--- src/hdl/mmu_pkg.sv ---
package mmu_pkg;

    typedef logic [31:0] vaddr_t;
    typedef logic [31:0] paddr_t;
    typedef logic [18:0] vpn2_t;     // Page pair, vaddr 31..13
    typedef logic [7:0]  asid_t;
    typedef logic [19:0] pfn_t;
    typedef logic [2:0]  cattr_t;
    typedef logic [4:0]  cp0_addr_t;

    // CP0 register numbers
    localparam cp0_addr_t CP0_INDEX    = 5'd0;
    localparam cp0_addr_t CP0_ENTRYLO0 = 5'd2;
    localparam cp0_addr_t CP0_ENTRYLO1 = 5'd3;
    localparam cp0_addr_t CP0_ENTRYHI  = 5'd10;

endpackage

--- src/hdl/addr_translate.sv ---
`timescale 1ns/100ps

module addr_translate (
    input  mmu_pkg::vaddr_t  vaddr,
    input  logic             store,
    input  mmu_pkg::asid_t   cur_asid,
    // TLB search results
    input  logic             found,
    input  mmu_pkg::pfn_t    pfn0,
    input  mmu_pkg::cattr_t  c0,       // For a later cache stage
    input  logic             d0,
    input  logic             v0,
    input  mmu_pkg::pfn_t    pfn1,
    input  mmu_pkg::cattr_t  c1,
    input  logic             d1,
    input  logic             v1,
    output mmu_pkg::vpn2_t   search_vpn2,
    output mmu_pkg::asid_t   search_asid,
    output mmu_pkg::paddr_t  paddr,
    output logic             refill,
    output logic             invalid,
    output logic             modified
);

    logic          unmapped;
    logic          odd_page;
    mmu_pkg::pfn_t page_pfn;
    logic          page_d;
    logic          page_v;

    // kseg0 and kseg1 bypass the TLB
    assign unmapped = (vaddr[31:30] == 2'b10);

    assign search_vpn2 = vaddr[31:13];
    assign search_asid = cur_asid;

    // Bit 12 selects the odd page of the pair
    assign odd_page = vaddr[12];
    assign page_pfn = odd_page ? pfn1 : pfn0;
    assign page_d   = odd_page ? d1 : d0;
    assign page_v   = odd_page ? v1 : v0;

    assign paddr = unmapped ? {3'b000, vaddr[28:0]} : {page_pfn, vaddr[11:0]};

    assign refill   = !unmapped && !found;
    assign invalid  = !unmapped && found && !page_v;
    assign modified = !unmapped && found && page_v && !page_d && store;  // Store to clean page

endmodule

--- src/hdl/cp0_tlb_regs.sv ---
`timescale 1ns/100ps

module cp0_tlb_regs #(
    parameter int tlb_num = 16
) (
    input  logic                       clk,
    input  logic                       reset,
    // Software access
    input  logic                       cp0_wen,
    input  mmu_pkg::cp0_addr_t         cp0_waddr,
    input  logic [31:0]                cp0_wdata,
    input  mmu_pkg::cp0_addr_t         cp0_raddr,
    output logic [31:0]                cp0_rdata,
    input  logic                       tlbwi,
    input  logic                       tlbp,
    input  logic                       tlbr,
    // Results from the TLB
    input  logic                       probe_found,
    input  logic [$clog2(tlb_num)-1:0] probe_index,
    input  mmu_pkg::vpn2_t             rd_vpn2,
    input  mmu_pkg::asid_t             rd_asid,
    input  logic                       rd_g,
    input  mmu_pkg::pfn_t              rd_pfn0,
    input  mmu_pkg::cattr_t            rd_c0,
    input  logic                       rd_d0,
    input  logic                       rd_v0,
    input  mmu_pkg::pfn_t              rd_pfn1,
    input  mmu_pkg::cattr_t            rd_c1,
    input  logic                       rd_d1,
    input  logic                       rd_v1,
    // Toward the TLB and translators
    output mmu_pkg::asid_t             cur_asid,
    output logic [$clog2(tlb_num)-1:0] tlb_index,
    output logic                       tlb_we,
    output logic                       probe_en,
    output mmu_pkg::vpn2_t             ent_vpn2,
    output mmu_pkg::asid_t             ent_asid,
    output logic                       ent_g0,
    output logic                       ent_g1,
    output mmu_pkg::pfn_t              ent_pfn0,
    output mmu_pkg::cattr_t            ent_c0,
    output logic                       ent_d0,
    output logic                       ent_v0,
    output mmu_pkg::pfn_t              ent_pfn1,
    output mmu_pkg::cattr_t            ent_c1,
    output logic                       ent_d1,
    output logic                       ent_v1
);

    localparam int          idx_w      = $clog2(tlb_num);
    localparam logic [31:0] index_mask = 32'h8000_0000 | ((32'd1 << idx_w) - 32'd1);
    localparam logic [31:0] hi_mask    = 32'hffff_e0ff;  // vpn2 and asid
    localparam logic [31:0] lo_mask    = 32'h03ff_ffff;  // pfn, c, d, v, g

    // Registers kept in their software layout, unused bits always zero
    logic [31:0] index_reg;
    logic [31:0] entry_hi;
    logic [31:0] entry_lo0;
    logic [31:0] entry_lo1;

    always_ff @(posedge clk) begin
        if (reset) begin
            index_reg <= '0;
            entry_hi  <= '0;
            entry_lo0 <= '0;
            entry_lo1 <= '0;
        end else if (cp0_wen) begin
            case (cp0_waddr)
                mmu_pkg::CP0_INDEX:    index_reg <= cp0_wdata & index_mask;
                mmu_pkg::CP0_ENTRYHI:  entry_hi  <= cp0_wdata & hi_mask;
                mmu_pkg::CP0_ENTRYLO0: entry_lo0 <= cp0_wdata & lo_mask;
                mmu_pkg::CP0_ENTRYLO1: entry_lo1 <= cp0_wdata & lo_mask;
                default: ;
            endcase
        end else if (tlbp) begin
            index_reg[31] <= !probe_found;
            if (probe_found)
                index_reg[idx_w-1:0] <= probe_index;  // Miss keeps the old index
        end else if (tlbr) begin
            entry_hi  <= {rd_vpn2, 5'b0, rd_asid};
            entry_lo0 <= {6'b0, rd_pfn0, rd_c0, rd_d0, rd_v0, rd_g};
            entry_lo1 <= {6'b0, rd_pfn1, rd_c1, rd_d1, rd_v1, rd_g};
        end
    end

    always_comb begin
        case (cp0_raddr)
            mmu_pkg::CP0_INDEX:    cp0_rdata = index_reg;
            mmu_pkg::CP0_ENTRYHI:  cp0_rdata = entry_hi;
            mmu_pkg::CP0_ENTRYLO0: cp0_rdata = entry_lo0;
            mmu_pkg::CP0_ENTRYLO1: cp0_rdata = entry_lo1;
            default:               cp0_rdata = '0;
        endcase
    end

    // Strobes pass straight on, TLB acts at the same edge
    assign tlb_we    = tlbwi;
    assign probe_en  = tlbp;
    assign tlb_index = index_reg[idx_w-1:0];

    assign ent_vpn2 = entry_hi[31:13];
    assign ent_asid = entry_hi[7:0];
    assign cur_asid = entry_hi[7:0];

    assign ent_pfn0 = entry_lo0[25:6];
    assign ent_c0   = entry_lo0[5:3];
    assign ent_d0   = entry_lo0[2];
    assign ent_v0   = entry_lo0[1];
    assign ent_g0   = entry_lo0[0];

    assign ent_pfn1 = entry_lo1[25:6];
    assign ent_c1   = entry_lo1[5:3];
    assign ent_d1   = entry_lo1[2];
    assign ent_v1   = entry_lo1[1];
    assign ent_g1   = entry_lo1[0];

endmodule

--- src/hdl/mmu_top.sv ---
`timescale 1ns/100ps

module mmu_top #(
    parameter int tlb_num = 16
) (
    input  logic               clk,
    input  logic               reset,
    input  logic               cp0_wen,
    input  mmu_pkg::cp0_addr_t cp0_waddr,
    input  logic [31:0]        cp0_wdata,
    input  mmu_pkg::cp0_addr_t cp0_raddr,
    output logic [31:0]        cp0_rdata,
    input  logic               tlbwi,
    input  logic               tlbp,
    input  logic               tlbr,
    // Fetch side
    input  mmu_pkg::vaddr_t    inst_vaddr,
    output mmu_pkg::paddr_t    inst_paddr,
    output logic               inst_refill,
    output logic               inst_invalid,
    // Data side
    input  mmu_pkg::vaddr_t    data_vaddr,
    input  logic               data_store,
    output mmu_pkg::paddr_t    data_paddr,
    output logic               data_refill,
    output logic               data_invalid,
    output logic               data_modified
);

    localparam int idx_w = $clog2(tlb_num);

    mmu_pkg::asid_t   cur_asid;
    logic [idx_w-1:0] tlb_index;
    logic             tlb_we;
    logic             probe_en;
    logic             probe_found;
    logic [idx_w-1:0] probe_index;

    // Entry written by tlbwi
    mmu_pkg::vpn2_t   ent_vpn2;
    mmu_pkg::asid_t   ent_asid;
    logic             ent_g0;
    logic             ent_g1;
    mmu_pkg::pfn_t    ent_pfn0;
    mmu_pkg::cattr_t  ent_c0;
    logic             ent_d0;
    logic             ent_v0;
    mmu_pkg::pfn_t    ent_pfn1;
    mmu_pkg::cattr_t  ent_c1;
    logic             ent_d1;
    logic             ent_v1;

    // Entry read back by tlbr
    mmu_pkg::vpn2_t   rd_vpn2;
    mmu_pkg::asid_t   rd_asid;
    logic             rd_g;
    mmu_pkg::pfn_t    rd_pfn0;
    mmu_pkg::cattr_t  rd_c0;
    logic             rd_d0;
    logic             rd_v0;
    mmu_pkg::pfn_t    rd_pfn1;
    mmu_pkg::cattr_t  rd_c1;
    logic             rd_d1;
    logic             rd_v1;

    mmu_pkg::vpn2_t   inst_vpn2;
    mmu_pkg::asid_t   inst_asid;
    logic             inst_found;
    mmu_pkg::pfn_t    inst_pfn0;
    logic             inst_d0;
    logic             inst_v0;
    mmu_pkg::pfn_t    inst_pfn1;
    logic             inst_d1;
    logic             inst_v1;

    mmu_pkg::vpn2_t   data_vpn2;
    mmu_pkg::asid_t   data_asid;
    logic             data_found;
    mmu_pkg::pfn_t    data_pfn0;
    logic             data_d0;
    logic             data_v0;
    mmu_pkg::pfn_t    data_pfn1;
    logic             data_d1;
    logic             data_v1;

    cp0_tlb_regs #(
        .tlb_num (tlb_num)
    ) i_cp0_tlb_regs (
        .clk         (clk),
        .reset       (reset),
        .cp0_wen     (cp0_wen),
        .cp0_waddr   (cp0_waddr),
        .cp0_wdata   (cp0_wdata),
        .cp0_raddr   (cp0_raddr),
        .cp0_rdata   (cp0_rdata),
        .tlbwi       (tlbwi),
        .tlbp        (tlbp),
        .tlbr        (tlbr),
        .probe_found (probe_found),
        .probe_index (probe_index),
        .rd_vpn2     (rd_vpn2),
        .rd_asid     (rd_asid),
        .rd_g        (rd_g),
        .rd_pfn0     (rd_pfn0),
        .rd_c0       (rd_c0),
        .rd_d0       (rd_d0),
        .rd_v0       (rd_v0),
        .rd_pfn1     (rd_pfn1),
        .rd_c1       (rd_c1),
        .rd_d1       (rd_d1),
        .rd_v1       (rd_v1),
        .cur_asid    (cur_asid),
        .tlb_index   (tlb_index),
        .tlb_we      (tlb_we),
        .probe_en    (probe_en),
        .ent_vpn2    (ent_vpn2),
        .ent_asid    (ent_asid),
        .ent_g0      (ent_g0),
        .ent_g1      (ent_g1),
        .ent_pfn0    (ent_pfn0),
        .ent_c0      (ent_c0),
        .ent_d0      (ent_d0),
        .ent_v0      (ent_v0),
        .ent_pfn1    (ent_pfn1),
        .ent_c1      (ent_c1),
        .ent_d1      (ent_d1),
        .ent_v1      (ent_v1)
    );

    tlb #(
        .tlb_num (tlb_num)
    ) i_tlb (
        .clk         (clk),
        .reset       (reset),
        .tlb_we      (tlb_we),
        .tlb_index   (tlb_index),
        .probe_en    (probe_en),
        .ent_vpn2    (ent_vpn2),
        .ent_asid    (ent_asid),
        .ent_g0      (ent_g0),
        .ent_g1      (ent_g1),
        .ent_pfn0    (ent_pfn0),
        .ent_c0      (ent_c0),
        .ent_d0      (ent_d0),
        .ent_v0      (ent_v0),
        .ent_pfn1    (ent_pfn1),
        .ent_c1      (ent_c1),
        .ent_d1      (ent_d1),
        .ent_v1      (ent_v1),
        .inst_vpn2   (inst_vpn2),
        .inst_asid   (inst_asid),
        .inst_found  (inst_found),
        .inst_pfn0   (inst_pfn0),
        .inst_c0     (),
        .inst_d0     (inst_d0),
        .inst_v0     (inst_v0),
        .inst_pfn1   (inst_pfn1),
        .inst_c1     (),
        .inst_d1     (inst_d1),
        .inst_v1     (inst_v1),
        .data_vpn2   (data_vpn2),
        .data_asid   (data_asid),
        .data_found  (data_found),
        .data_pfn0   (data_pfn0),
        .data_c0     (),
        .data_d0     (data_d0),
        .data_v0     (data_v0),
        .data_pfn1   (data_pfn1),
        .data_c1     (),
        .data_d1     (data_d1),
        .data_v1     (data_v1),
        .probe_found (probe_found),
        .probe_index (probe_index),
        .rd_vpn2     (rd_vpn2),
        .rd_asid     (rd_asid),
        .rd_g        (rd_g),
        .rd_pfn0     (rd_pfn0),
        .rd_c0       (rd_c0),
        .rd_d0       (rd_d0),
        .rd_v0       (rd_v0),
        .rd_pfn1     (rd_pfn1),
        .rd_c1       (rd_c1),
        .rd_d1       (rd_d1),
        .rd_v1       (rd_v1)
    );

    // Fetch never stores
    addr_translate i_inst_xlate (
        .vaddr       (inst_vaddr),
        .store       (1'b0),
        .cur_asid    (cur_asid),
        .found       (inst_found),
        .pfn0        (inst_pfn0),
        .c0          (),
        .d0          (inst_d0),
        .v0          (inst_v0),
        .pfn1        (inst_pfn1),
        .c1          (),
        .d1          (inst_d1),
        .v1          (inst_v1),
        .search_vpn2 (inst_vpn2),
        .search_asid (inst_asid),
        .paddr       (inst_paddr),
        .refill      (inst_refill),
        .invalid     (inst_invalid),
        .modified    ()
    );

    addr_translate i_data_xlate (
        .vaddr       (data_vaddr),
        .store       (data_store),
        .cur_asid    (cur_asid),
        .found       (data_found),
        .pfn0        (data_pfn0),
        .c0          (),
        .d0          (data_d0),
        .v0          (data_v0),
        .pfn1        (data_pfn1),
        .c1          (),
        .d1          (data_d1),
        .v1          (data_v1),
        .search_vpn2 (data_vpn2),
        .search_asid (data_asid),
        .paddr       (data_paddr),
        .refill      (data_refill),
        .invalid     (data_invalid),
        .modified    (data_modified)
    );

endmodule

--- src/hdl/tlb.sv ---
`timescale 1ns/100ps

module tlb #(
    parameter int tlb_num = 16
) (
    input  logic                       clk,
    input  logic                       reset,
    // Write and probe control from CP0
    input  logic                       tlb_we,
    input  logic [$clog2(tlb_num)-1:0] tlb_index,
    input  logic                       probe_en,
    input  mmu_pkg::vpn2_t             ent_vpn2,
    input  mmu_pkg::asid_t             ent_asid,
    input  logic                       ent_g0,
    input  logic                       ent_g1,
    input  mmu_pkg::pfn_t              ent_pfn0,
    input  mmu_pkg::cattr_t            ent_c0,
    input  logic                       ent_d0,
    input  logic                       ent_v0,
    input  mmu_pkg::pfn_t              ent_pfn1,
    input  mmu_pkg::cattr_t            ent_c1,
    input  logic                       ent_d1,
    input  logic                       ent_v1,
    // Fetch search port
    input  mmu_pkg::vpn2_t             inst_vpn2,
    input  mmu_pkg::asid_t             inst_asid,
    output logic                       inst_found,
    output mmu_pkg::pfn_t              inst_pfn0,
    output mmu_pkg::cattr_t            inst_c0,
    output logic                       inst_d0,
    output logic                       inst_v0,
    output mmu_pkg::pfn_t              inst_pfn1,
    output mmu_pkg::cattr_t            inst_c1,
    output logic                       inst_d1,
    output logic                       inst_v1,
    // Data search port, shared with tlbp
    input  mmu_pkg::vpn2_t             data_vpn2,
    input  mmu_pkg::asid_t             data_asid,
    output logic                       data_found,
    output mmu_pkg::pfn_t              data_pfn0,
    output mmu_pkg::cattr_t            data_c0,
    output logic                       data_d0,
    output logic                       data_v0,
    output mmu_pkg::pfn_t              data_pfn1,
    output mmu_pkg::cattr_t            data_c1,
    output logic                       data_d1,
    output logic                       data_v1,
    output logic                       probe_found,
    output logic [$clog2(tlb_num)-1:0] probe_index,
    // Entry at tlb_index for tlbr
    output mmu_pkg::vpn2_t             rd_vpn2,
    output mmu_pkg::asid_t             rd_asid,
    output logic                       rd_g,
    output mmu_pkg::pfn_t              rd_pfn0,
    output mmu_pkg::cattr_t            rd_c0,
    output logic                       rd_d0,
    output logic                       rd_v0,
    output mmu_pkg::pfn_t              rd_pfn1,
    output mmu_pkg::cattr_t            rd_c1,
    output logic                       rd_d1,
    output logic                       rd_v1
);

    localparam int idx_w = $clog2(tlb_num);

    mmu_pkg::vpn2_t     tlb_vpn2 [tlb_num];
    mmu_pkg::asid_t     tlb_asid [tlb_num];
    logic               tlb_g    [tlb_num];
    mmu_pkg::pfn_t      tlb_pfn0 [tlb_num];
    mmu_pkg::cattr_t    tlb_c0   [tlb_num];
    logic               tlb_d0   [tlb_num];
    logic               tlb_v0   [tlb_num];
    mmu_pkg::pfn_t      tlb_pfn1 [tlb_num];
    mmu_pkg::cattr_t    tlb_c1   [tlb_num];
    logic               tlb_d1   [tlb_num];
    logic               tlb_v1   [tlb_num];

    logic [tlb_num-1:0] inst_match;
    logic [tlb_num-1:0] data_match;
    logic [idx_w-1:0]   inst_sel;
    logic [idx_w-1:0]   data_sel;
    mmu_pkg::vpn2_t     data_key_vpn2;
    mmu_pkg::asid_t     data_key_asid;

    // One-hot match vector to entry number
    function automatic logic [idx_w-1:0] onehot_index(input logic [tlb_num-1:0] match);
        logic [idx_w-1:0] idx;
        idx = '0;
        for (int k = 0; k < tlb_num; k++) begin
            if (match[k])
                idx = idx | idx_w'(k);
        end
        return idx;
    endfunction

    always_ff @(posedge clk) begin
        if (reset) begin
            for (int i = 0; i < tlb_num; i++) begin
                tlb_vpn2[i] <= '0;
                tlb_asid[i] <= '0;
                tlb_g[i]    <= 1'b0;
                tlb_pfn0[i] <= '0;
                tlb_c0[i]   <= '0;
                tlb_d0[i]   <= 1'b0;
                tlb_v0[i]   <= 1'b0;
                tlb_pfn1[i] <= '0;
                tlb_c1[i]   <= '0;
                tlb_d1[i]   <= 1'b0;
                tlb_v1[i]   <= 1'b0;
            end
        end else if (tlb_we) begin
            tlb_vpn2[tlb_index] <= ent_vpn2;
            tlb_asid[tlb_index] <= ent_asid;
            tlb_g[tlb_index]    <= ent_g0 & ent_g1;  // Global only if both halves say so
            tlb_pfn0[tlb_index] <= ent_pfn0;
            tlb_c0[tlb_index]   <= ent_c0;
            tlb_d0[tlb_index]   <= ent_d0;
            tlb_v0[tlb_index]   <= ent_v0;
            tlb_pfn1[tlb_index] <= ent_pfn1;
            tlb_c1[tlb_index]   <= ent_c1;
            tlb_d1[tlb_index]   <= ent_d1;
            tlb_v1[tlb_index]   <= ent_v1;
        end
    end

    // tlbp borrows the data port
    assign data_key_vpn2 = probe_en ? ent_vpn2 : data_vpn2;
    assign data_key_asid = probe_en ? ent_asid : data_asid;

    for (genvar n = 0; n < tlb_num; n++) begin : g_match
        assign inst_match[n] = (inst_vpn2 == tlb_vpn2[n])
                            && ((inst_asid == tlb_asid[n]) || tlb_g[n]);
        assign data_match[n] = (data_key_vpn2 == tlb_vpn2[n])
                            && ((data_key_asid == tlb_asid[n]) || tlb_g[n]);
    end

    assign inst_sel = onehot_index(inst_match);
    assign data_sel = onehot_index(data_match);

    assign inst_found = |inst_match;
    assign inst_pfn0  = tlb_pfn0[inst_sel];
    assign inst_c0    = tlb_c0[inst_sel];
    assign inst_d0    = tlb_d0[inst_sel];
    assign inst_v0    = tlb_v0[inst_sel];
    assign inst_pfn1  = tlb_pfn1[inst_sel];
    assign inst_c1    = tlb_c1[inst_sel];
    assign inst_d1    = tlb_d1[inst_sel];
    assign inst_v1    = tlb_v1[inst_sel];

    assign data_found = |data_match;
    assign data_pfn0  = tlb_pfn0[data_sel];
    assign data_c0    = tlb_c0[data_sel];
    assign data_d0    = tlb_d0[data_sel];
    assign data_v0    = tlb_v0[data_sel];
    assign data_pfn1  = tlb_pfn1[data_sel];
    assign data_c1    = tlb_c1[data_sel];
    assign data_d1    = tlb_d1[data_sel];
    assign data_v1    = tlb_v1[data_sel];

    assign probe_found = |data_match;
    assign probe_index = data_sel;

    assign rd_vpn2 = tlb_vpn2[tlb_index];
    assign rd_asid = tlb_asid[tlb_index];
    assign rd_g    = tlb_g[tlb_index];
    assign rd_pfn0 = tlb_pfn0[tlb_index];
    assign rd_c0   = tlb_c0[tlb_index];
    assign rd_d0   = tlb_d0[tlb_index];
    assign rd_v0   = tlb_v0[tlb_index];
    assign rd_pfn1 = tlb_pfn1[tlb_index];
    assign rd_c1   = tlb_c1[tlb_index];
    assign rd_d1   = tlb_d1[tlb_index];
    assign rd_v1   = tlb_v1[tlb_index];

endmodule

--- config.mk ---
export PLATFORM = sky130hd
export DESIGN_NAME = mmu_top
export DESIGN_NICKNAME = d
export VERILOG_FILES = /design/src/hdl/mmu_pkg.sv /design/src/hdl/addr_translate.sv /design/src/hdl/cp0_tlb_regs.sv /design/src/hdl/mmu_top.sv /design/src/hdl/tlb.sv
export SDC_FILE = /design/constraint.sdc
export NUM_CORES = 2
export LEC_CHECK = 0
export BUFFER_PORTS_ARGS = -buffer_cell sky130_fd_sc_hd__buf_2
export CAP_MARGIN = 10
export CORE_AREA = 10 10 534 536
export DETAILED_ROUTE_END_ITERATION = 6
export DIE_AREA = 0 0 544 546
export GPL_ROUTABILITY_DRIVEN = 0
export SKIP_LAST_GASP = 1
export SYNTH_ARGS = -nofsm -noshare
export SYNTH_HDL_FRONTEND = slang
export SYNTH_SLANG_ARGS = --single-unit
--- constraint.sdc ---
create_clock -name clk -period 9.9 [get_ports clk]
set_input_delay 2.475 -clock clk [delete_from_list [all_inputs] [get_ports clk]]
set_output_delay 2.475 -clock clk [all_outputs]
set_load 0.005 [all_outputs]
==> results.cfg <==
[routing]
drcViolationCount = 19
finalWirelength_mm = 344
via_count = 60300
drtIter0Drc = 9943
first_pass_iters = 7
routedWlPerCell_um = 33.6
viasPerCell = 5.88
ant_nets = 0

[setup_path]
worstSetupStartpointType = input pin
path_max_fanout = 38
crit_required_ns = 7.43
slowest_delay_ns = 0.57
worstPathCellList = buf_4 -> mux2i_4 -> buf_4 -> xnor2_1 -> nor4_1 -> nand4_1 -> nor3_4 -> nor4_1 -> buf_4 -> nand2_4 -> buf_12 -> buf_12 -> nand2_1 -> a32oi_1 -> a21oi_1 -> a211o_1 -> a31oi_1 -> buf_4 -> buf_2
arrival_ns = 7.47
crit_buf_inv = 7
cpMostUsedCell = buf_4
worst_setup_path_end_kind = output pin
cp_slowest_cell = nor4_1
crit_family = simple AND/OR/NAND/NOR gates
crit_type = input pin to output pin

[grt]
antenna_found_initial = 46
grt_max_degree = 137
grt_pass1_vias = 59300
gr-usage-all-layers_pct = 22.2
gr-total-overflow = 0
grt_pass1_wl_mm = 473

[clocking]
cts_tree = done
cts_hold_buf = 0
clk_latency_ns = 0.85
cts_root_buf = clkbuf_16
cts_max_level = 4
clockBufferDepth = 4
clkSinkCount = 1336
cts_made_buffers = 153
clkTransAtPathRegs_ns = 0.06

[cells_and_area]
largestRegisters = i_tlb.tlb_pfn0: 320 flops, i_tlb.tlb_pfn1: 320 flops, i_tlb.tlb_vpn2: 304 flops
layout_commonest_cell = edfxtp_1
fill_cells = 26800
final_nets = 6601
layout_common_cells = edfxtp_1 (1,248), and2_1 (1,238), mux2i_1 (624), mux4_2 (456), xor2_1 (424)
area_delta_synth_final_pct = 13.3
drive_gt1_share_pct = 20.4
stdcell_area_um2 = 92800

[logic_synthesis]
ys.flop_type = edfxtp_1
postSynth.asyncResetShare_pct = 0
synth_area_um2 = 82000
synth_cells = 6470
yosys_warnings = 0
synth.distinct_cells = 68
syn-mean-instance-area_um2 = 12.7
syn_nets = 6583
ys_seq_area_share_pct = 47.9
ys_ff_latch = 1336
synth_edf_count = 1248

[power_and_ir_drop]
p_per_area_nw_per_um2 = 149
leakage_nw = 33.1
vdd_ir_drop_max_mv = 0.123

[timing]
tns_ns = -0.0458
finalHoldViolations = 0
period_minus_slack_ns = 9.95
max_slew_margin_pct = 10.1
finalClockSkew_ns = 0.108
setup_viol = 1
worst_pin_slew_ns = 1.35
timing.final.crit_share_pct = 100
finalMaxSlewViolations = 0
grt_setup_unrepaired = no
fmax_ghz = 0.101
worst_slack_ns = -0.0458

[die]
start_util_pct = 29.8
boundaryPins = 214
placementRows = 193
dieHeight_um = 546
die_w_um = 544
fp.coreArea_um2 = 275000
die_area_um2 = 297000

[min_path]
hold_path_class = flip-flop to flip-flop

[run_status]
violations = design-rule violations, negative setup slack
status = complete, but fails checks

[placed_design]
hpwl_mm = 220
place_ws_ns = -0.408
port_buffers = 165
placed_cell_area_um2 = 87700

[job]
maxCapViolCount = 0
-- synth_stat cells, types with 4 or more instances --
master	n	area share [%]
nand2_1	304	1.4
a22oi_1	74	0.68
o21ai_0	18	0.11
and3_1	32	0.24
and2_1	1242	9.5
buf_1	56	0.26
a41o_1	5	0.061
a211oi_1	77	0.71
a211o_1	14	0.15
mux2_2	67	0.92
mux4_2	456	13
o21ai_1	4	0.024
nor3_1	29	0.18
nand3_1	84	0.51
nor3_2	4	0.049
dfxtp_1	88	2.1
o22ai_1	6	0.046
inv_1	21	0.096
a22o_1	7	0.075
buf_6	33	0.45
o211ai_1	23	0.21
nor2_1	155	0.71
xor2_1	424	4.5
a32oi_1	88	0.94
buf_2	111	0.68
a41oi_1	5	0.053
edfxtp_1	1248	46
a311oi_1	5	0.053
buf_4	56	0.51
a31oi_1	20	0.15
nand4_1	55	0.42
nand2b_1	13	0.099
nor4_1	143	1.1
mux2i_4	19	0.52
xnor2_1	312	3.3
mux2i_1	624	7.6
nor2b_1	5	0.038
a222oi_1	17	0.21
clkbuf_1	387	1.8
a221oi_1	14	0.15
a21oi_1	64	0.39
or4_1	4	0.037
or2_2	16	0.12
-- layout make-up --
class,count,area (um2),area share (%)
multi-input combinational,4469,39900,43.0
tap,3607,4510,4.86
clock inverter,84,887,0.956
timing repair buffer,507,4000,4.30
antenna,32,80.1,0.0863
inverter,21,78.8,0.0849
clock buffer,186,4100,4.41
sequential,1336,39300,42.3
-- report_power, final --
part	internal, W	leakage (nW)	switching (W)	total [W]
Combinational	0.000505	17.0	0.000881	0.00139
Sequential	0.00637	13.6	0.000273	0.00664
Clock	0.00339	2.41	0.00245	0.00584
-- stage by stage --
step	hold slack, ns	cells	total power, W	utilization [%]
2_1_floorplan	0.519	6470	0.00740	-
3_3_place_gp	0.535	9929	0.00807	31.9
3_5_place_dp	0.538	9929	0.00808	31.9
4_1_cts	0.547	10200	0.0138	33.7
5_1_grt	0.602	10200	0.0142	33.8
6_report	0.551	10200	0.0139	33.8
-- worst register-to-register path: cells and delay by family, from the launching register on --
| kind | cells | cell delay [ns] |
|---|---|---|
| AND/OR/NAND/NOR | 8 | 2.18 |
| flip-flops | 1 | 0.72 |
| AO/OA/AOI/OAI | 2 | 0.67 |
| buffers and inverters | 2 | 0.61 |
| XOR/XNOR | 1 | 0.29 |
| multiplexers | 1 | 0.24 |
-- routing by layer --
layer	track usage, %	wire length (um)	vias to the layer above	part of all wire [%]
met1	28.7	125000	30400	36
met2	33.1	148000	4721	43
met3	6.45	47200	1085	14
met5	0	45	-	0.013
met4	12.5	23600	6	6.9
li1	-	-	24000	-
-- worst paths after layout --
check                                  start                          end  slack [ns]  depth (start not counted)
hold / removal    i_cp0_tlb_regs.entry_hi[4]   i_cp0_tlb_regs.entry_hi[4]        0.55                          2
setup / recovery                        tlbp               data_paddr[23]       -0.05                         19
setup reg to reg  i_cp0_tlb_regs.entry_hi[5]  i_cp0_tlb_regs.index_reg[3]        5.03                         14
hold reg to reg   i_cp0_tlb_regs.entry_hi[4]   i_cp0_tlb_regs.entry_hi[4]        0.55                          2
-- cell families after synthesis --
| kind of cell | synth area share [%] |
|---|---|
| multiplexers | 21.6 |
| buffers and inverters | 3.79 |
| flip-flops | 47.9 |
| AO/OA/AOI/OAI | 4.28 |
| XOR/XNOR | 7.87 |
| AND/OR/NAND/NOR | 14.6 |
-- timing repair --
| action | in CTS | in global routing |
|---|---|---|
| hold endpoints to repair | 0 | 0 |
| setup endpoints to repair | 4 | 4 |
| buffers inserted | 0 | 11 |
| resized for setup | 2 | 0 |
Power figures use the tool's default switching activity.
